==> config.mk <==
export PLATFORM = sky130hd
export DESIGN_NAME = refreshScanner
export DESIGN_NICKNAME = d
export VERILOG_FILES = /design/src/logic/oledPkg.sv /design/src/logic/refreshScanner.sv
export SDC_FILE = /design/constraint.sdc
export NUM_CORES = 1
export LEC_CHECK = 0
export ABC_AREA = 1
export BUFFER_PORTS_ARGS = -buffer_cell sky130_fd_sc_hd__buf_2
export CAP_MARGIN = 20
export CORE_UTILIZATION = 30
export CTS_CLUSTER_DIAMETER = 150
export CTS_CLUSTER_SIZE = 12
export DETAILED_ROUTE_END_ITERATION = 10
export SLEW_MARGIN = 5
export SYNTH_ARGS = -nofsm -noshare
export SYNTH_HDL_FRONTEND = slang
export SYNTH_SLANG_ARGS = --single-unit
==> constraint.sdc <==
create_clock -name clk -period 2.3 [get_ports clk]
set_input_delay 0.46 -clock clk [delete_from_list [all_inputs] [get_ports clk]]
set_output_delay 0.46 -clock clk [all_outputs]
set_load 0.05 [all_outputs]
==> src/logic/oledPkg.sv <==
package oledPkg;

	////////////////////
	// Panel organization
	////////////////////

	// One page is a band of eight rows, one byte per column
	localparam int PAGE_ROWS = 8;

	////////////////////
	// Plot commands
	////////////////////

	typedef enum logic [1:0] {
		opSet = 2'd0,
		opClear = 2'd1,
		opToggle = 2'd2
	} plotOpT;

	typedef struct packed {
		logic [7:0] column;
		logic [7:0] row;
		plotOpT op;
	} plotCmdT;

	////////////////////
	// Page memory access
	////////////////////

	// Write data is ignored on reads
	typedef struct packed {
		logic [2:0] page;
		logic [6:0] column;
		logic write;
		logic [7:0] wrData;
	} memReqT;

endpackage
==> src/logic/refreshScanner.sv <==
`timescale 1ns/10ps

module refreshScanner #(
	parameter int COLUMNS = 128,
	parameter int PAGES = 8
) (
	input logic clk,
	input logic reset,
	input logic frameStart,
	input logic pixCredit,
	output logic scanReqValid,
	output oledPkg::memReqT scanReq,
	input logic scanGrant,
	input logic [7:0] rdData,
	output logic pixValid,
	output logic [7:0] pixData,
	output logic frameDone
);

	localparam int FRAME_BYTES = COLUMNS * PAGES;
	localparam int CREDIT_W = $clog2(FRAME_BYTES + 1) + 1;

	typedef enum logic [1:0] {
		scanIdle,
		scanPrime,
		scanRun
	} scanStateT;

	scanStateT state;

	logic [2:0] issuePage;
	logic [6:0] issueColumn;
	logic issueDone;
	logic lastAddr;
	logic issue;

	// Granted read whose byte goes out this cycle
	logic rdPending;
	logic lastPending;

	// Bytes the sink can still accept
	logic [CREDIT_W-1:0] credits;

	assign lastAddr = (issuePage == 3'(PAGES - 1)) && (issueColumn == 7'(COLUMNS - 1));

	// A read is only issued against a credit not yet spoken for
	assign scanReqValid = (state == scanRun) && !issueDone
		&& (credits > CREDIT_W'(rdPending));
	assign issue = scanReqValid && scanGrant;

	assign scanReq.page = issuePage;
	assign scanReq.column = issueColumn;
	assign scanReq.write = 1'b0;
	assign scanReq.wrData = '0;

	assign pixValid = rdPending;
	assign pixData = rdData;
	assign frameDone = rdPending && lastPending;

	always_ff @(posedge clk) begin
		if (reset) begin
			state <= scanIdle;
			issuePage <= '0;
			issueColumn <= '0;
			issueDone <= 1'b0;
			rdPending <= 1'b0;
			lastPending <= 1'b0;
			credits <= '0;
		end else begin
			rdPending <= issue;
			lastPending <= issue && lastAddr;
			credits <= credits + CREDIT_W'(pixCredit) - CREDIT_W'(pixValid);

			case (state)
				// frameStart is only seen here, so a running refresh ignores it
				scanIdle: begin
					if (frameStart)
						state <= scanPrime;
				end
				scanPrime: begin
					issuePage <= '0;
					issueColumn <= '0;
					issueDone <= 1'b0;
					state <= scanRun;
				end
				scanRun: begin
					if (issue) begin
						if (lastAddr) begin
							issueDone <= 1'b1;
						end else if (issueColumn == 7'(COLUMNS - 1)) begin
							issueColumn <= '0;
							issuePage <= issuePage + 1'b1;
						end else begin
							issueColumn <= issueColumn + 1'b1;
						end
					end
					if (frameDone)
						state <= scanIdle;
				end
				default: state <= scanIdle;
			endcase
		end
	end

endmodule

==> results of run 1 <==
## metrics by stage
stage | std cells | setup WS (ns) | hold WS, ns
final | 364 | 0.161 | 0.394
after floorplan | 286 | 0.122 | 0.418
after global placement | 360 | 0.190 | 0.428
after detailed placement | 360 | 0.123 | 0.435
after CTS | 364 | 0.0745 | 0.388
after global routing | 364 | -0.0158 | 0.401
## flip-flops by register name, indices dropped and copies added (netlist names)
signal,flops
credits,12
issueColumn,7
issueDone,1
issuePage,3
lastPending,1
pixValid,1
state,2
## power by group through the flow
stage	sequential, uW	combinational (uW)	clock (uW)
2_1_floorplan	658	1150	0
3_3_place_gp	631	1410	0
3_5_place_dp	634	1420	0
4_1_cts	623	1430	314
5_1_grt	634	1710	331
6_report	622	1480	298
## final cells by class
type / instances / area [sq um]
Fill cell: 708 / 4270
Multi-Input combinational cell: 202 / 1240
Sequential cell: 27 / 542
Tap cell: 77 / 96.3
Clock buffer: 3 / 41.3
Clock inverter: 1 / 8.76
Timing Repair Buffer: 17 / 87.6
Inverter: 37 / 139
## repair_timing
action | CTS | global route
resized for setup | 0 | 5
setup buffers | 0 | 0
endpoints found under the setup margin | 0 | 3
## worst max-delay path by stage
stage                from            to  depth (start not counted)
6_report       credits[8]  scanReqValid                          8
5_1_grt        credits[0]    credits[8]                         11
4_1_cts        credits[8]  scanReqValid                          8
3_5_place_dp   credits[0]    credits[8]                         10
3_3_place_gp     pixValid    credits[8]                          9
2_1_floorplan    pixValid    credits[8]                          9
## worst reg2reg max path, stage by stage, from the launching register on
cell     delay (ns)
dfxtp_2        0.35
ha_1           0.28
inv_1          0.07
ha_1           0.19
inv_1          0.08
fa_1           0.46
o31ai_4        0.29
nand2_1        0.11
nand3_1        0.08
nand2_1        0.05
nor2_1         0.11
## cell families (layout without fill, tap and decap cells)
group / Yosys count / after routing / synth area share
AND/OR/NAND/NOR: 115 / 115 / 0.269
buffers and inverters: 57 / 58 / 0.142
AO/OA/AOI/OAI: 51 / 51 / 0.150
flip-flops: 27 / 27 / 0.268
adder cells (fa/ha/maj): 26 / 26 / 0.165
other: 1 / 9 / 0.00186
XOR/XNOR: 1 / 1 / 0.00435
## cell usage in the layout, fill, tap and decap left out, drive strengths merged
cell | Yosys | layout
o21a | 2 | 2
nor3b | 1 | 1
inv | 37 | 38
nand3b | 1 | 1
a31o | 1 | 1
nand2 | 56 | 56
nor2 | 27 | 27
or2 | 3 | 3
o21ai | 13 | 13
o21bai | 1 | 1
nand4 | 3 | 3
and3 | 1 | 1
a21oi | 32 | 32
a211oi | 1 | 1
buf | 18 | 16
nand3 | 19 | 19
ha | 25 | 25
dfxtp | 27 | 27
o31ai | 1 | 1
and2 | 1 | 1
conb | 1 | 9
fa | 1 | 1
clkbuf | 2 | 4
nor3 | 3 | 3
xnor2 | 1 | 1
## per-layer routing
| metal | routed length, microns | track usage |
|---|---|---|
| met1 | 1940 | 0.157 |
| met5 | 0 | 0 |
| met3 | 165 | 0.0346 |
| met4 | 8 | 0.0157 |
| met2 | 1870 | 0.197 |
==> flow_metrics.env, run 1 <==
export IMPL_r2r_start="pixValid"
export IMPL_clockBufferDepth=2
export IMPL_wl_per_cell_microns=10.9
export IMPL_synth_top_area_cell="dfxtp_1"
export IMPL_drc=4
export IMPL_antenna_cells=0
export IMPL_cts_tree="yes"
export IMPL_root_buffer="clkbuf_8"
export IMPL_tns_ns=0
export IMPL_relSlewSlack=0.605
export IMPL_routed_via_density=4.65
export IMPL_numCtsBuffers=3
export IMPL_ys_seq_elements=27
export IMPL_worstSetupPathType="reg2out"
export IMPL_worstPathCellList="inv_1, ha_1, nand2_1, inv_1, a21oi_2, nand2_1, and2_1, clkbuf_4"
export IMPL_reg2reg_slack_ns=0.18
export IMPL_failed_checks="DRC"
export IMPL_clk_pin_slew_ns=0.11
export IMPL_layout_nets=327
export IMPL_finalHoldViolations=0
export IMPL_reg2regPathDepth=10
export IMPL_yosysUniqueCellTypes=36
export IMPL_layout_drive_gt1_share=0.160
export IMPL_hold_start="frameStart"
export IMPL_worstMarginPinSlew_ns=0.591
export IMPL_cp_slowest_cell="dfxtp_1"
export IMPL_synthArstFlopShare=0
export IMPL_dr_first_iter_drc_count=85
export IMPL_p_int_uw=1200
export IMPL_fmax_ghz=0.468
export IMPL_critical_path_buf_inv_count=3
export IMPL_p_comb_frac=0.617
export IMPL_syn_to_final_growth_pct=6.90
export IMPL_timing_rr_end="credits[8]"
export IMPL_die_area_sq_um=7040
export IMPL_clk_latency_ns=0.28
export IMPL_maxSlewViolCount=0
export IMPL_hold_depth=3
export IMPL_syn_instance_count=278
export IMPL_p_sw_uw=1200
export IMPL_cap_violations=0
export IMPL_pin_count=43
export IMPL_vias=1691
export IMPL_yosysWarnings=0
export IMPL_gp_congestion=0.804
export IMPL_seq_power_share=0.259
export IMPL_crit_family="flip-flops"
export IMPL_grt_max_degree=19
export IMPL_postLayoutCoreUtil=0.335
export IMPL_die_height_microns=83.9
export IMPL_cts_sinks=27
export IMPL_power_density_nw_per_um2=1120
export IMPL_antenna_found_initial=0
export IMPL_gr_usage_all_layers=0.119
export IMPL_p_sw_frac=0.499
export IMPL_place_area_sq_um=2080
export IMPL_place_hpwl_microns=3060
export IMPL_critPathMaxFanout=3
export IMPL_ys_seq_area_frac=0.268
export IMPL_hold_buffers=0
export IMPL_drt_pass1_iterations=7
export IMPL_power_frac_clock=0.124
export IMPL_whs_endpoint="state[0]"
export IMPL_status="finished, violations left"
export IMPL_worstPathArrival_ns=1.68
export IMPL_synth_edf_count=0
export IMPL_grt_pass1_wl_microns=6910
export IMPL_drtAntennaViolNets=0
export IMPL_core_rowCount=29
export IMPL_core_area_sq_um=6420
export IMPL_worst_ep_required_time_ns=1.84
export IMPL_period_share=0.930
export IMPL_fin_area_sq_um=2150
export IMPL_finalCriticalPeriod_ns=2.14
export IMPL_syn_avg_cell_area_sq_um=7.24
export IMPL_grt_overflow=0
export IMPL_start_util=0.313
export IMPL_synth_top_flop_cell="dfxtp_1"
export IMPL_synthTopCellsByArea="dfxtp_1 27%, ha_1 16%, nand2_1 9.7%, a21oi_1 6.7%, inv_1 6.5%"
export IMPL_io_buffer_count=17
export IMPL_synth_top_cells_by_count="52 x nand2_1, 35 x inv_1, 27 x a21oi_1, 27 x dfxtp_1"
export IMPL_die_w_microns=83.9
export IMPL_max_stage_delay_ns=0.37
export IMPL_grt_pass1_vias=1550
export IMPL_yosysMostFrequentCell="nand2_1"
export IMPL_max_vdd_ir_drop_mv=0.327
export IMPL_fin_skew_ns=0.00558
export IMPL_synth_top_area_frac=0.268
export IMPL_crit_path_start_kind="register"
export IMPL_syn_area_sq_um=2010
export IMPL_setup_worst_path_end_class="output pin"
export IMPL_finalSetupViolCount=0
export IMPL_p_total_uw=2400
export IMPL_min_path_type="in2reg"
export IMPL_wl_microns=3980
export IMPL_htreeDepth=1
export IMPL_leakage_uw=0.00100
(Power assumes the default switching activity.)
==> run 2, diff against run 1 <==
--- a/config.mk
+++ b/config.mk
@@ -12,6 +12,7 @@
 export CTS_CLUSTER_DIAMETER = 150
 export CTS_CLUSTER_SIZE = 12
 export DETAILED_ROUTE_END_ITERATION = 10
+export MAX_ROUTING_LAYER = met4
 export SLEW_MARGIN = 5
 export SYNTH_ARGS = -nofsm -noshare
 export SYNTH_HDL_FRONTEND = slang
==> run 2 against run 1 <==
The flow still finishes with violations (DRC); register-to-register slack hardly changed; critical endpoint unchanged; setup slack is essentially flat; clock skew is essentially flat.
==> flow_metrics.env, run 2 (synthesis results as in run 1) <==
export IMPL_status="finished, violations left"
export IMPL_failed_checks="DRC"
export IMPL_layout_commonest_cell="nand2_1"
export IMPL_die_w_microns=83.9
export IMPL_pin_count=43
export IMPL_worstPathCellList="inv_1, ha_1, nand2_1, inv_1, a21oi_2, nand2_1, and2_1, clkbuf_4"
export IMPL_drc=4
export IMPL_finalHoldViolations=0
export IMPL_cts_tree="yes"
export IMPL_grt_overflow=0
export IMPL_worstMarginPinSlew_ns=0.591
export IMPL_worst_ep_required_time_ns=1.84
export IMPL_clockBufferDepth=2
export IMPL_syn_to_final_growth_pct=6.90
export IMPL_grt_pass1_wl_microns=6920
export IMPL_max_stage_delay_ns=0.37
export IMPL_start_util=0.313
export IMPL_io_buffer_count=17
export IMPL_maxSlewViolCount=0
export IMPL_fmax_ghz=0.468
export IMPL_vias=1693
export IMPL_layout_nets=327
export IMPL_clk_latency_ns=0.28
export IMPL_numCtsBuffers=3
export IMPL_cts_sinks=27
export IMPL_largest_register_ffs=12
export IMPL_place_inst=360
export IMPL_layout_common_cells="52 x nand2_1, 35 x inv_1, 26 x a21oi_1, 26 x dfxtp_1, 25 x ha_1"
export IMPL_hold_ws_ns=0.394
export IMPL_layout_drive_gt1_share=0.160
export IMPL_place_hpwl_microns=3060
export IMPL_worstPathArrival_ns=1.68
export IMPL_reg_top3="credits x12, issueColumn x7, issuePage x3"
export IMPL_power_density_nw_per_um2=1120
export IMPL_grt_max_degree=19
export IMPL_drtAntennaViolNets=0
export IMPL_critical_path_buf_inv_count=3
export IMPL_worstSetupPathType="reg2out"
export IMPL_wl_per_cell_microns=10.9
export IMPL_root_buffer="clkbuf_8"
export IMPL_postCtsSetupRepairBufs=0
export IMPL_wl_microns=3980
export IMPL_critPathMaxFanout=3
export IMPL_instances_no_fill=364
export IMPL_htreeDepth=1
export IMPL_drt_pass1_iterations=7
export IMPL_finalWorstSetupSlack_ns=0.161
export IMPL_clk_pin_slew_ns=0.11
export IMPL_antenna_found_initial=0
export IMPL_gr_usage_all_layers=0.123
export IMPL_routed_via_density=4.65
export IMPL_min_path_type="in2reg"
export IMPL_die_area_sq_um=7040
export IMPL_core_rowCount=29
export IMPL_max_vdd_ir_drop_mv=0.327
export IMPL_cap_violations=0
export IMPL_leakage_uw=0.00100
export IMPL_reg2reg_slack_ns=0.18
export IMPL_grt_pass1_vias=1549
export IMPL_dr_first_iter_drc_count=85
export IMPL_fin_skew_ns=0.00558
export IMPL_finalSetupViolCount=0
export IMPL_die_height_microns=83.9
export IMPL_cp_slowest_cell="dfxtp_1"
export IMPL_core_area_sq_um=6420
export IMPL_dp_slack_ns=0.123
export IMPL_crit_family="flip-flops"
export IMPL_gp_congestion=0.816
export IMPL_period_share=0.930
export IMPL_top_register="credits"
export IMPL_setup_worst_path_end_class="output pin"
export IMPL_hold_buffers=0
export IMPL_finalCriticalPeriod_ns=2.14
export IMPL_antenna_cells=0
export IMPL_crit_path_start_kind="register"
export IMPL_relSlewSlack=0.605
-- run 2: layer usage --
layer,track usage,up-vias,routed length [microns]
met4,0.0157,0,12
met2,0.197,28,1870
met1,0.157,765,1940
met3,0.0346,4,163
li1,-,896,-
met5,-,-,0
-- run 2: final timing paths --
| path | cells after the start | startpoint | endpoint |
|---|---|---|---|
| setup / recovery | 8 | credits[8] | scanReqValid |
| hold / removal | 3 | frameStart | state[0] |
| setup reg to reg | 10 | pixValid | credits[8] |
| hold reg to reg | 1 | state[1] | state[0] |
-- run 2: what timing repair did --
item / 4_1_cts / 5_1_grt
endpoints found under the hold margin: 0 / 0
resized for setup: 0 / 5
setup endpoints to repair: 0 / 3
-- run 2: power by group --
group	leakage (uW)	internal (uW)	switching, uW
clock	0.0000261	128	170
sequential	0.000222	566	55.7
combinational	0.000751	511	973
total	0.00100	1200	1200
-- run 2: worst register-to-register path, cell delays in order, from the launching register on --
cell and delay (ns):
dfxtp_2 0.35, ha_1 0.28, inv_1 0.07, ha_1 0.19, inv_1 0.08, fa_1 0.46, o31ai_4 0.29, nand2_1 0.11
nand3_1 0.08, nand2_1 0.05, nor2_1 0.11
-- run 2: per-stage QoR --
step | utilization | total power [uW] | TNS [ns] | area, sq um
after floorplan | - | 1810 | 0 | 2040
after global placement | 0.324 | 2040 | 0 | 2080
after detailed placement | 0.324 | 2050 | 0 | 2080
after CTS | 0.332 | 2370 | 0 | 2130
after global routing | 0.335 | 2680 | -0.0158 | 2150
final | 0.335 | 2400 | 0 | 2150
-- run 2: layout make-up --
type | instances | area [sq um]
timing repair buffer | 17 | 87.6
multi-input combinational | 202 | 1240
fill | 708 | 4270
inverter | 37 | 139
sequential | 27 | 542
tap | 77 | 96.3
clock buffer | 3 | 41.3
clock inverter | 1 | 8.76
