==> config.mk <==
export PLATFORM = sky130hd
export DESIGN_NAME = pixelPlotter
export DESIGN_NICKNAME = d
export VERILOG_FILES = /design/src/logic/oledPkg.sv /design/src/logic/pixelPlotter.sv /design/src/logic/pixelMapper.sv
export SDC_FILE = /design/constraint.sdc
export NUM_CORES = 1
export LEC_CHECK = 0
export ABC_AREA = 1
export BUFFER_PORTS_ARGS = -buffer_cell sky130_fd_sc_hd__buf_4
export CORE_AREA = 3 3 114 116
export CTS_CLUSTER_SIZE = 20
export DETAILED_ROUTE_END_ITERATION = 8
export DIE_AREA = 0 0 117 119
export PLACE_DENSITY = 0.59
export SETUP_SLACK_MARGIN = 0.15
export SYNTH_ARGS = -nofsm -noshare
export SYNTH_HDL_FRONTEND = slang
export SYNTH_HIERARCHICAL = 1
export SYNTH_SLANG_ARGS = --single-unit
==> constraint.sdc <==
create_clock -name clk -period 3 [get_ports clk]
set_input_delay 0.6 -clock clk [delete_from_list [all_inputs] [get_ports clk]]
set_output_delay 0.6 -clock clk [all_outputs]
set_load 0.05 [all_outputs]
==> src/logic/oledPkg.sv <==
package oledPkg;

	////////////////////
	// Panel organization
	////////////////////

	// One page is a band of eight rows, one byte per column
	localparam int PAGE_ROWS = 8;

	////////////////////
	// Plot commands
	////////////////////

	typedef enum logic [1:0] {
		opSet = 2'd0,
		opClear = 2'd1,
		opToggle = 2'd2
	} plotOpT;

	typedef struct packed {
		logic [7:0] column;
		logic [7:0] row;
		plotOpT op;
	} plotCmdT;

	////////////////////
	// Page memory access
	////////////////////

	// Write data is ignored on reads
	typedef struct packed {
		logic [2:0] page;
		logic [6:0] column;
		logic write;
		logic [7:0] wrData;
	} memReqT;

endpackage
==> src/logic/pixelPlotter.sv <==
`timescale 1ns/10ps

module pixelPlotter #(
	parameter int COLUMNS = 128,
	parameter int PAGES = 8,
	parameter int QUEUE_DEPTH = 4
) (
	input logic clk,
	input logic reset,
	input logic cmdValid,
	input oledPkg::plotCmdT cmd,
	output logic cmdCredit,
	output logic plotReqValid,
	output oledPkg::memReqT plotReq,
	input logic plotGrant,
	input logic [7:0] rdData
);

	localparam int PTR_W = (QUEUE_DEPTH > 1) ? $clog2(QUEUE_DEPTH) : 1;
	localparam int COUNT_W = $clog2(QUEUE_DEPTH + 1);

	typedef enum logic [1:0] {
		plotIdle,
		plotRead,
		plotWait,
		plotWrite
	} plotStateT;

	plotStateT state;

	oledPkg::plotCmdT queue [QUEUE_DEPTH];
	logic [PTR_W-1:0] wrPtr;
	logic [PTR_W-1:0] rdPtr;
	logic [COUNT_W-1:0] count;
	logic push;
	logic pop;

	oledPkg::plotCmdT head;
	logic [2:0] headPage;
	logic [6:0] headColumn;
	logic [7:0] headMask;
	logic headInRange;

	// Target of the command in progress
	logic [2:0] curPage;
	logic [6:0] curColumn;
	logic [7:0] curMask;
	oledPkg::plotOpT curOp;
	logic [7:0] newByte;

	function automatic logic [PTR_W-1:0] nextPtr(logic [PTR_W-1:0] ptr);
		if (ptr == PTR_W'(QUEUE_DEPTH - 1))
			return '0;
		return ptr + 1'b1;
	endfunction

	function automatic logic [7:0] applyOp(oledPkg::plotOpT op, logic [7:0] data,
			logic [7:0] mask);
		case (op)
			oledPkg::opSet: return data | mask;
			oledPkg::opClear: return data & ~mask;
			oledPkg::opToggle: return data ^ mask;
			default: return data;
		endcase
	endfunction

	////////////////////
	// Command queue
	////////////////////

	assign push = cmdValid && (count != COUNT_W'(QUEUE_DEPTH));
	assign pop = (state == plotIdle) && (count != '0);
	assign head = queue[rdPtr];

	always_ff @(posedge clk) begin
		if (push)
			queue[wrPtr] <= cmd;
	end

	pixelMapper #(
		.COLUMNS(COLUMNS),
		.PAGES(PAGES)
	) mapper (
		.column(head.column),
		.row(head.row),
		.page(headPage),
		.memColumn(headColumn),
		.bitMask(headMask),
		.inRange(headInRange)
	);

	////////////////////
	// Read-modify-write
	////////////////////

	always_ff @(posedge clk) begin
		if (reset) begin
			wrPtr <= '0;
			rdPtr <= '0;
			count <= '0;
			state <= plotIdle;
		end else begin
			if (push)
				wrPtr <= nextPtr(wrPtr);
			if (pop)
				rdPtr <= nextPtr(rdPtr);
			case ({push, pop})
				2'b10: count <= count + 1'b1;
				2'b01: count <= count - 1'b1;
				default: count <= count;
			endcase

			case (state)
				// Out of range commands are dropped here
				plotIdle: if (pop && headInRange) state <= plotRead;
				plotRead: if (plotGrant) state <= plotWait;
				plotWait: state <= plotWrite;
				plotWrite: if (plotGrant) state <= plotIdle;
				default: state <= plotIdle;
			endcase
		end
	end

	always_ff @(posedge clk) begin
		if (pop) begin
			curPage <= headPage;
			curColumn <= headColumn;
			curMask <= headMask;
			curOp <= head.op;
		end
		// Read data arrives the cycle after the read grant
		if (state == plotWait)
			newByte <= applyOp(curOp, rdData, curMask);
	end

	assign plotReqValid = (state == plotRead) || (state == plotWrite);
	assign plotReq.page = curPage;
	assign plotReq.column = curColumn;
	assign plotReq.write = (state == plotWrite);
	assign plotReq.wrData = newByte;

	assign cmdCredit = (pop && !headInRange) || ((state == plotWrite) && plotGrant);

endmodule

==> src/logic/pixelMapper.sv <==
`timescale 1ns/10ps

module pixelMapper #(
	parameter int COLUMNS = 128,
	parameter int PAGES = 8
) (
	input logic [7:0] column,
	input logic [7:0] row,
	output logic [2:0] page,
	output logic [6:0] memColumn,
	output logic [7:0] bitMask,
	output logic inRange
);

	logic [7:0] band;
	logic [2:0] rowInBand;

	always_comb begin
		band = row / 8'(oledPkg::PAGE_ROWS);
		rowInBand = 3'(row % 8'(oledPkg::PAGE_ROWS));
		inRange = (int'(row) < PAGES * oledPkg::PAGE_ROWS) && (int'(column) < COLUMNS);
		memColumn = column[6:0];

		// Top band lives in the last page, top row in the MSB
		if (inRange) begin
			page = 3'(PAGES - 1 - int'(band));
			bitMask = 8'h80 >> rowInBand;
		end else begin
			page = '0;
			bitMask = '0;
		end
	end

endmodule

==> impl_results.md, run 1 <==
* Reg-to-Reg Start: state[1]
* Synth cell types at 23
* Peak VDD IR at between 0.4 and 0.5 mV
* Post-synthesis cell count at about 400
* First-iteration detailed-routing DRC count at roughly 180
* N_diodes at 0
* Synth Area in XOR/XNOR at 0%
* CP startpoint kind: flip-flop
* Setup TNS at 0 ns
* Tightest Pin Transition at roughly 0.48 ns
* Crit path largest cell delay at 0.42 ns
* Met1 Use GR at between 10% and 20%
* Via density at roughly 5
* Post-synthesis adder-cell area fraction at roughly 7.4%
* Worst skew pair latency at approximately 0.35 ns
* Combinational family with the most area after synthesis: simple AND/OR/NAND/NOR gates
* Clock buffer depth at 2
* DR WL/cell at 14.93 um
* Gr usage total at a little over an eighth
* TritonCTS Buffers at 9
* Avg Inst Size Synth at 12.27 um2
* GP Congestion at roughly 0.75
* Worst Skew at 0.009790 ns
* Critical Path End Type: output pin
* Max-slew headroom at 68.23%
* Hpwl dp at ~6100 um
* Complex-gate fraction of the synthesized area at a little under a tenth
* Class of the worst hold path: in -> reg
* Final Setup Violations at 0
* Hold endpoint: queue[2][12]
* Remaining global-route overflow at 0
* H-tree depth at 3
* Rows at 40
* Crit-path slowest cell: dfxtp_2
* DR vias at slightly below 3000
* CP required at 2.40 ns
* # DRC at 0
* Multi-input logic area at 1276 um2
* Yosys warns at 6
* FF+latch area at about 3200 um2
* Total Wirelength at slightly below 9000 um
* Pre-antenna DRT Iters at 4
* CTS Sinks at 111
* Largest net degree at the start of global routing at 30
* I/O pin count at between 50 and 60
* Fin crit period at between 2 and 3 ns
* Syn-to-layout area delta at 16.53%
* Fillcell total at about 1100
* ANT nets after route at 0
* Peak Freq at 392.9 MHz
* WHS Path Cells at 1
* Critical path cell sequence: inv_4 > nor2_1 > o22ai_1 > nor2_1 > nand2_1 > inv_1 > o21ai_0 > buf_4
* Final slew viol count at 0
* Global-route wire length before repair at roughly 14000 um
* Port bufs at 50
* Final worst-path cycle share at a little over four fifths
* Seq/Total Area, Yosys at about two thirds
* CP Class: reg -> out
* RSZ-0062 raised after global routing: false
* CTS tree: yes
* Clock Pin Slew Worst Setup and Hold Paths at 0.08 ns
* Total power at 5.518 mW
* PwrDens at around 980 nW/um2
* Simple-gate share of the synthesized area at ~10%
* Busiest grt layer: met2
* Final Hold Fails at 0
* Post-Syn Nets at approximately 450
* FF-to-FF setup slack at ~1 ns
* Post-synthesis cell area at around 4800 um2
* Status: completed
* Initial antenna violation count at 0
* Initial Utilization at about two fifths
* Post-synthesis mux area share at 0%
* Pleak at 2.184 nW
* CP max FO at 29
* Die Y-Extent at 119 um
* Die area at 13920 um2
* Fin nets at slightly above 500
* Crit path buf inv count at 3
* Vias in the first global route at between 2000 and 3000
* Yosys reg bits at around 110
* Maxcap violations at 0
* Worst Path Arrival at around 1.9 ns
* Post-CTS setup buffer count at 0
* Grt met3 use at 2.185%
* Worst R2R End: count[2]
* Met2 usage in global routing at a little over a fifth
* HP Start: cmd[12]
* Ratio of cells with drive above 1 in the final layout at a little under 20%
* Reg2reg path depth at 11
* Clk root buf: clkbuf_16
* Die Wd at around 120 um
* CP dominant cell by count: nor2_1
* Core Region at 12010 um2
* Delay-heaviest family, CP: buffers and inverters
==> worst register-to-register path: stages, from the launching register on <==
cell	delay, ns
dfxtp_1	0.35
inv_1	0.11
ha_1	0.20
nand2_1	0.12
inv_1	0.09
ha_1	0.17
inv_1	0.07
fa_1	0.38
nand2_1	0.08
nand3_1	0.09
o21ai_0	0.15
a21oi_1	0.05
==> per-stage QoR <==
stage	std cells	hold WS [ns]	worst slack, ns	utilization [%]	instance area, um2
floorplan	393	0.4538	0.1634	-	4822
global placement	581	0.4703	0.7156	44.09	5296
detailed placement	581	0.4809	0.6277	44.09	5296
CTS	597	0.4420	0.2512	46.76	5617
global route	597	0.4402	0.1898	46.78	5619
finish	597	0.4492	0.4551	46.78	5619
==> cell type report <==
| cell class | count | share of cell area (%) |
|---|---|---|
| timing repair buffer | 59 | 7.882 |
| sequential | 111 | 57.40 |
| clock inverter | 7 | 1.692 |
| tap | 147 | 3.273 |
| clock buffer | 9 | 4.008 |
| multi-input combinational | 220 | 22.71 |
| inverter | 44 | 3.028 |
==> state kept, by name, indices dropped and copies added (netlist names), named ones only <==
name and cells:
queue 72, curMask 8, newByte 8, curColumn 7
count 3, curPage 3, curOp 2, rdPtr 2
state 2, wrPtr 2
==> placed cells by master, fill, tap and decap left out, types with 7 or more instances in the layout <==
| cell | netlist | layout |
|---|---|---|
| o21ai_0 | 25 | 25 |
| o22ai_1 | 18 | 18 |
| edfxtp_1 | 100 | 100 |
| ha_1 | 27 | 27 |
| inv_1 | 41 | 41 |
| o21ai_1 | 19 | 19 |
| dfxtp_1 | 11 | 9 |
| a21oi_1 | 7 | 7 |
| buf_4 | 10 | 59 |
| clkbuf_16 | 0 | 9 |
| o2111ai_1 | 8 | 8 |
| nand3_1 | 11 | 11 |
| nand2_1 | 37 | 37 |
| nor2_1 | 59 | 59 |
==> cells in the mapped netlist <==
cell type,number,area share (%)
a21oi_1,7,0.73
buf_2,2,0.21
buf_4,10,1.6
buf_6,6,1.4
dfxtp_1,11,4.6
edfxtp_1,100,62
fa_1,1,0.42
ha_1,27,7.0
inv_1,41,3.2
inv_2,1,0.078
inv_4,2,0.26
nand2_1,37,2.9
nand2_2,1,0.13
nand2_4,1,0.23
nand3_1,11,1.1
nor2_1,59,4.6
nor2_2,3,0.39
nor2_4,2,0.47
o2111ai_1,8,1.5
o21ai_0,25,2.6
o21ai_1,19,2.0
o22ai_1,18,2.3
or2_1,1,0.13
==> repair_timing <==
| action | CTS | global route |
|---|---|---|
| resized for setup | 0 | 2 |
| hold buffers | 0 | 0 |
| setup endpoints to repair | 0 | 1 |
==> worst max-delay path by stage <==
stage,startpoint,to,slack [ns],depth (start not counted)
after global placement,flip-flop,cmdCredit,0.72,8
after detailed placement,flip-flop,cmdCredit,0.63,8
final,flip-flop,cmdCredit,0.46,8
after floorplan,flip-flop,cmdCredit,0.16,10
after CTS,flip-flop,cmdCredit,0.25,8
after global routing,flip-flop,cmdCredit,0.19,8
==> per-layer routing <==
layer	up-vias	share of wire, %
li1	1476	-
met1	1386	45
met2	62	49
met3	6	4.4
met4	0	1.1
met5	-	0
==> cells by family after synthesis <==
group                      count (synthesis)
buffers and inverters                     62
DFF                                      111
adders and majority gates                 28
AOI/OAI and AO/OA                         77
and+or+nand+nor                          115
==> where the power goes <==
part	internal [mW]	switching (mW)	total, mW
logic	0.592	1.38	1.97
registers	2.13	0.154	2.29
clock network	0.676	0.582	1.26
total	3.40	2.12	5.52
Power figures use the tool's default switching activity.
==> run 2: changes to the inputs <==
--- a/config.mk
+++ b/config.mk
@@ -5,7 +5,7 @@
 export SDC_FILE = /design/constraint.sdc
 export NUM_CORES = 1
 export LEC_CHECK = 0
-export ABC_AREA = 1
+export ABC_AREA = 0
 export BUFFER_PORTS_ARGS = -buffer_cell sky130_fd_sc_hd__buf_4
 export CORE_AREA = 3 3 114 116
 export CTS_CLUSTER_SIZE = 20
==> constraint.sdc (replaced) <==
create_clock -name clk -period 2.4 [get_ports clk]
set_input_delay 0.48 -clock clk [delete_from_list [all_inputs] [get_ports clk]]
set_output_delay 0.48 -clock clk [all_outputs]
set_load 0.05 [all_outputs]
==> impl_results.md, run 2 <==
* Yosys reg bits at about 110
* Post-synthesis cell area at 4772 um2
* Gr usage total at 12.15%
* PwrDens at ~1100 nW/um2
* Failing checks: negative setup slack
* Clock buffer depth at 2
* CP startpoint kind: flip-flop
* FF-to-FF setup slack at 0.12 ns
* Fillcell total at 1039
* Core Region at between 10000 and 15000 um2
* Reg2reg path depth at 8
* Number of flip-flops in the largest register at slightly above 70
* CTS Sinks at ~110
* Worst R2R End: state[0]
* Top post-synthesis cells by area: edfxtp_1, mux4_2, ha_1, dfxtp_1, inv_1
* Worst skew pair latency at between 0.3 and 0.4 ns
* Syn-to-layout area delta at 19.93%
* ANT nets after route at 0
* P_sw at 2.160 mW
* Post-synth top area share at 62.93%
* Hpwl dp at about 5300 um
* Max-slew headroom at about 54%
* Placed cell count at between 400 and 500
* GP Congestion at ~0.7
* Clk root buf: clkbuf_16
* Non-Filler Instances at 483
* Vias in the first global route at roughly 2400
* Die area at 13920 um2
* Peak Freq at 409.1 MHz
* Synth cell types at 37
* FF+latch area at between 3000 and 4000 um2
* Clock power frac at 22.5%
* CTS tree: yes
* Class of the worst hold path: in -> reg
* I/O pin count at 51
* Area post-placement at around 5300 um2
* Post-Syn Nets at 330
* Final Hold Fails at 0
* Peak VDD IR at roughly 0.54 mV
* Pre-antenna DRT Iters at 4
* Biggest regs: queue x72, curMask x8, newByte x8
* Logic gate share of total power at 34.6%
* EDFF count, synth at 100
* Worst Skew at 0.01079 ns
* Largest Register: queue
* Multi-input logic area at roughly 1400 um2
* Via density at 4.925
* Total Wirelength at about 7900 um
* TritonCTS Buffers at 9
* Fin worst setup slack at -0.04440 ns
* Die Wd at around 120 um
* Largest net degree at the start of global routing at 22
* Tightest Pin Transition at roughly 0.69 ns
* Net Sw Frac at 33.30%
* Post-synthesis cell count at ~270
* CP Class: reg -> out
* Status: finished with violations
* Ratio of cells with drive above 1 in the final layout at 39.88%
* Post-synth top flop: edfxtp_1
* CP required at around 1.9 ns
* Async S/R FF share, synth at 0%
* Maxcap violations at 0
* Synth top cells by count: edfxtp_1, inv_1, ha_1
* Fin nets at between 300 and 400
* Clock Pin Slew Worst Setup and Hold Paths at about 0.08 ns
* Crit path buf inv count at 2
* Commonest non-fill, non-tap cell in the layout: edfxtp_1
* Final worst-path cycle share at 101.9%
* Initial antenna violation count at 0
* CP max FO at 4
* N_diodes at 0
* Remaining global-route overflow at 0
* Crit path capture: cmdCredit
* H-tree depth at 3
* Die Y-Extent at roughly 120 um
* Critical path cell sequence: mux4_2 > or3_4 > inv_4 > o21ai_2 > buf_6
* WP depth at 5
* Fin area at roughly 5700 um2
* Delay-heaviest family, CP: multiplexers
* Avg Inst Size Synth at 17.54 um2
* Critical Path End Type: output pin
* Post-CTS Hold Buffers at 0
* # DRC at 0
* First-iteration detailed-routing DRC count at between 100 and 150
* Total power at between 6 and 7 mW
* Crit path largest cell delay at ~0.51 ns
* Port bufs at 50
* Initial Utilization at 39.73%
* DR WL/cell at about 16 um
* Internal power at between 4 and 5 mW
* Crit-path slowest cell: mux4_2
* RSZ-0062 raised after global routing: true
* DR vias at 2379
* Pleak at roughly 2.1 nW
* Final slew viol count at 0
* Post-synth top area cell: edfxtp_1
* Worst Path Arrival at approximately 2 ns
* Yosys warns at 6
* Rows at 40
* Most numerous cell in the Yosys netlist: edfxtp_1
* Seq/Total Area, Yosys at about two thirds
* Global-route wire length before repair at around 13000 um
* Commonest cells after routing, fill and taps aside: edfxtp_1, buf_4, inv_1
* Final Setup Violations at 1
* Hold slack at around 0.33 ns
* Sequential share of power at 42.8%
* Fin crit period at 2.444 ns
## run 2: area by class of cell
cell class	instances	area share, %
tap	147	3.214
clock inverter	7	1.312
inverter	34	2.317
sequential	111	56.54
clock buffer	9	3.935
timing repair buffer	64	8.526
multi-input combinational	111	24.16
## run 2: how the worst min path moves through the flow
stage	from	to	slack, ns	cells after the start
after floorplan	rdPtr[0]	flip-flop	0.46	2
after global placement	rdPtr[0]	rdPtr[0]	0.50	2
after detailed placement	rdPtr[0]	rdPtr[0]	0.51	2
after CTS	cmd[8]	queue[1][8]	0.31	1
after global routing	cmd[8]	queue[1][8]	0.30	1
final	cmd[8]	queue[0][8]	0.33	1
## run 2: power by group through the flow
stage	clock network (mW)	registers, mW	logic, mW
after floorplan	0	3.01	1.44
after global placement	0	2.80	2.09
after detailed placement	0	2.81	2.14
after CTS	1.52	2.78	2.22
after global routing	1.59	2.82	2.45
final	1.46	2.78	2.25
## run 2: timing repair
action	4_1_cts	5_1_grt
endpoints found under the setup margin	3	2
pin swaps	2	2
buffers inserted	5	2
gates resized for setup	7	14
## run 2: cells by family after synthesis
| family | count (synthesis) | share of synthesized area (%) |
|---|---|---|
| compound gates | 15 | 2.124 |
| xor+xnor | 2 | 0.3671 |
| fa+ha+maj | 28 | 7.499 |
| buf+inv | 50 | 4.876 |
| flops | 111 | 67.54 |
| mux | 27 | 12.48 |
| simple gates | 39 | 5.113 |
## run 2: stage by stage
stage                     utilization, %  worst slack [ns]  setup TNS, ns
after floorplan                        -            0.1235              0
after global placement             44.20            0.1211              0
after detailed placement           44.20            0.1043              0
after CTS                          47.19          -0.05704       -0.05704
after global routing               47.65           -0.1200        -0.1200
final                              47.65          -0.04440       -0.04440
## run 2: routing by layer
metal	share of wire, %	wire length (um)	track usage (%)
met1	40	3186	13.94
met2	54	4282	21.16
met3	4.2	329	4.472
met4	1.1	84	3.226
met5	0	0	0
## run 2: worst register-to-register path: cells and delay by family, from the launching register on
kind,cells,cell delay (ns)
buffers and inverters,3,0.26
flip-flops,1,0.38
multiplexers,1,0.51
AND/OR/NAND/NOR,4,1.08
==> run 3: changes to the inputs <==
==> constraint.sdc (replaced) <==
create_clock -name clk -period 2.4 [get_ports clk]
set_input_delay 0.36 -clock clk [delete_from_list [all_inputs] [get_ports clk]]
set_output_delay 0.36 -clock clk [all_outputs]
set_load 0.05 [all_outputs]
==> impl_results.md, run 3 (synthesized netlist as in run 2, its figures left out) <==
* I/O pin count at 51
* Via density at about 4.9
* Die area at roughly 14000 um2
* Number of flip-flops in the largest register at just over 70
* Ratio of cells with drive above 1 in the final layout at 38.14%
* Fin nets at 386
* Fillcell total at 1065
* Commonest cells after routing, fill and taps aside: edfxtp_1, buf_4, inv_1
* CP startpoint kind: flip-flop
* Initial antenna violation count at 0
* Placed cell count at 460
* Status: completed
* # DRC at 0
* Final worst-path cycle share at a little over nine tenths
* ANT nets after route at 0
* Core Region at between 10000 and 15000 um2
* GP Congestion at ~0.69
* Pleak at 2.090 nW
* Worst Path Arrival at 1.96 ns
* Syn-to-layout area delta at 18.98%
* Fin area at around 5700 um2
* Global-route wire length before repair at between 10000 and 15000 um
* Gr usage total at a little under an eighth
* Hpwl dp at 5149 um
* Pre-antenna DRT Iters at 4
* P_sw at around 2.1 mW
* DR vias at 2362
* Final slew viol count at 0
* Worst Skew at between 0.009 and 0.01 ns
* Peak VDD IR at roughly 0.53 mV
* Remaining global-route overflow at 0
* Biggest regs: queue x72, curMask x8, newByte x8
* Clock buffer depth at 2
* CP required at about 2.0 ns
* Rows at 40
* Sequential share of power at between 40 and 50%
* Hold slack at ~0.21 ns
* N_diodes at 0
* Clock power frac at approximately 23%
* Peak Freq at about 430 MHz
* Clk root buf: clkbuf_16
* Area post-placement at ~5300 um2
* Fin crit period at around 2.3 ns
* Maxcap violations at 0
* Initial Utilization at 39.73%
* Die Y-Extent at between 100 and 150 um
* Worst skew pair latency at around 0.35 ns
* Max-slew headroom at between 50% and 60%
* Largest net degree at the start of global routing at 22
* Vias in the first global route at between 2000 and 2500
* Commonest non-fill, non-tap cell in the layout: edfxtp_1
* CTS tree: yes
* CTS Sinks at 111
* RSZ-0062 raised after global routing: true
* Class of the worst hold path: in -> reg
* Net Sw Frac at between 30% and 40%
* DR WL/cell at around 16 um
* First-iteration detailed-routing DRC count at 83
* Clock Pin Slew Worst Setup and Hold Paths at approximately 0.08 ns
* Die Wd at roughly 120 um
* Critical Path End Type: output pin
* Setup TNS at 0 ns
* CP Class: reg -> out
* CP max FO at 5
* Final Setup Violations at 0
* Largest Register: queue
* Internal power at approximately 4.3 mW
* Final Hold Fails at 0
* Non-Filler Instances at between 400 and 500
* Total power at between 6 and 7 mW
* Port bufs at 50
* H-tree depth at 3
* PwrDens at around 1100 nW/um2
* Total Wirelength at around 7600 um
* TritonCTS Buffers at 9
* Tightest Pin Transition at between 0.6 and 0.7 ns
* FF-to-FF setup slack at around 0.15 ns
* Logic gate share of total power at approximately 34%
==> run 3: power groups by stage <==
stage	clock network, mW	logic, mW	registers, mW
after floorplan	0	1.44	3.01
after global placement	0	2.08	2.80
after detailed placement	0	2.13	2.81
after CTS	1.51	2.17	2.77
after global routing	1.58	2.37	2.82
final	1.47	2.16	2.77
==> run 3: layout make-up <==
class	count	area, um2	share of cell area (%)
Sequential cell	111	3233	56.94
Timing Repair Buffer	61	461.7	8.131
Multi-Input combinational cell	111	1368	24.09
Inverter	34	130.1	2.292
Clock buffer	9	225.2	3.967
Tap cell	147	183.9	3.239
Clock inverter	7	76.32	1.344
==> run 3: timing repair <==
item | 4_1_cts | 5_1_grt
setup buffers | 2 | 2
hold buffers | 0 | 0
endpoints found under the setup margin | 3 | 4
pin swaps | 2 | 0
resized for setup | 3 | 9
==> run 3: path summary, 6_finish.rpt <==
path,from,end,depth (start not counted)
worst min register to register,rdPtr[0],flip-flop,2
worst max-delay path,flip-flop,cmdCredit,5
worst max register to register,flip-flop,state[0],8
worst min-delay path,cmd[12],queue[2][12],1
==> run 3: through the flow <==
stage	util [%]	setup slack, ns
2_1_floorplan	-	0.1241
3_3_place_gp	44.20	0.1977
3_5_place_dp	44.20	0.1388
4_1_cts	46.90	0.03446
5_1_grt	47.27	0.01490
6_report	47.27	0.08143
==> run 3: routing by layer <==
layer	global-route usage, %	vias up	part of all wire [%]
met5	0	-	0
met4	3.656	0	1.5
met3	3.811	11	4.1
met2	20.45	43	54
met1	13.99	1179	41
li1	-	1129	-
==> run 3: worst max-delay path, cell delays in order (launching register included) <==
cell     delay, ns
dfxtp_4       0.39
mux4_2        0.52
or3_4         0.42
inv_2         0.07
o21ai_2       0.05
buf_6         0.16
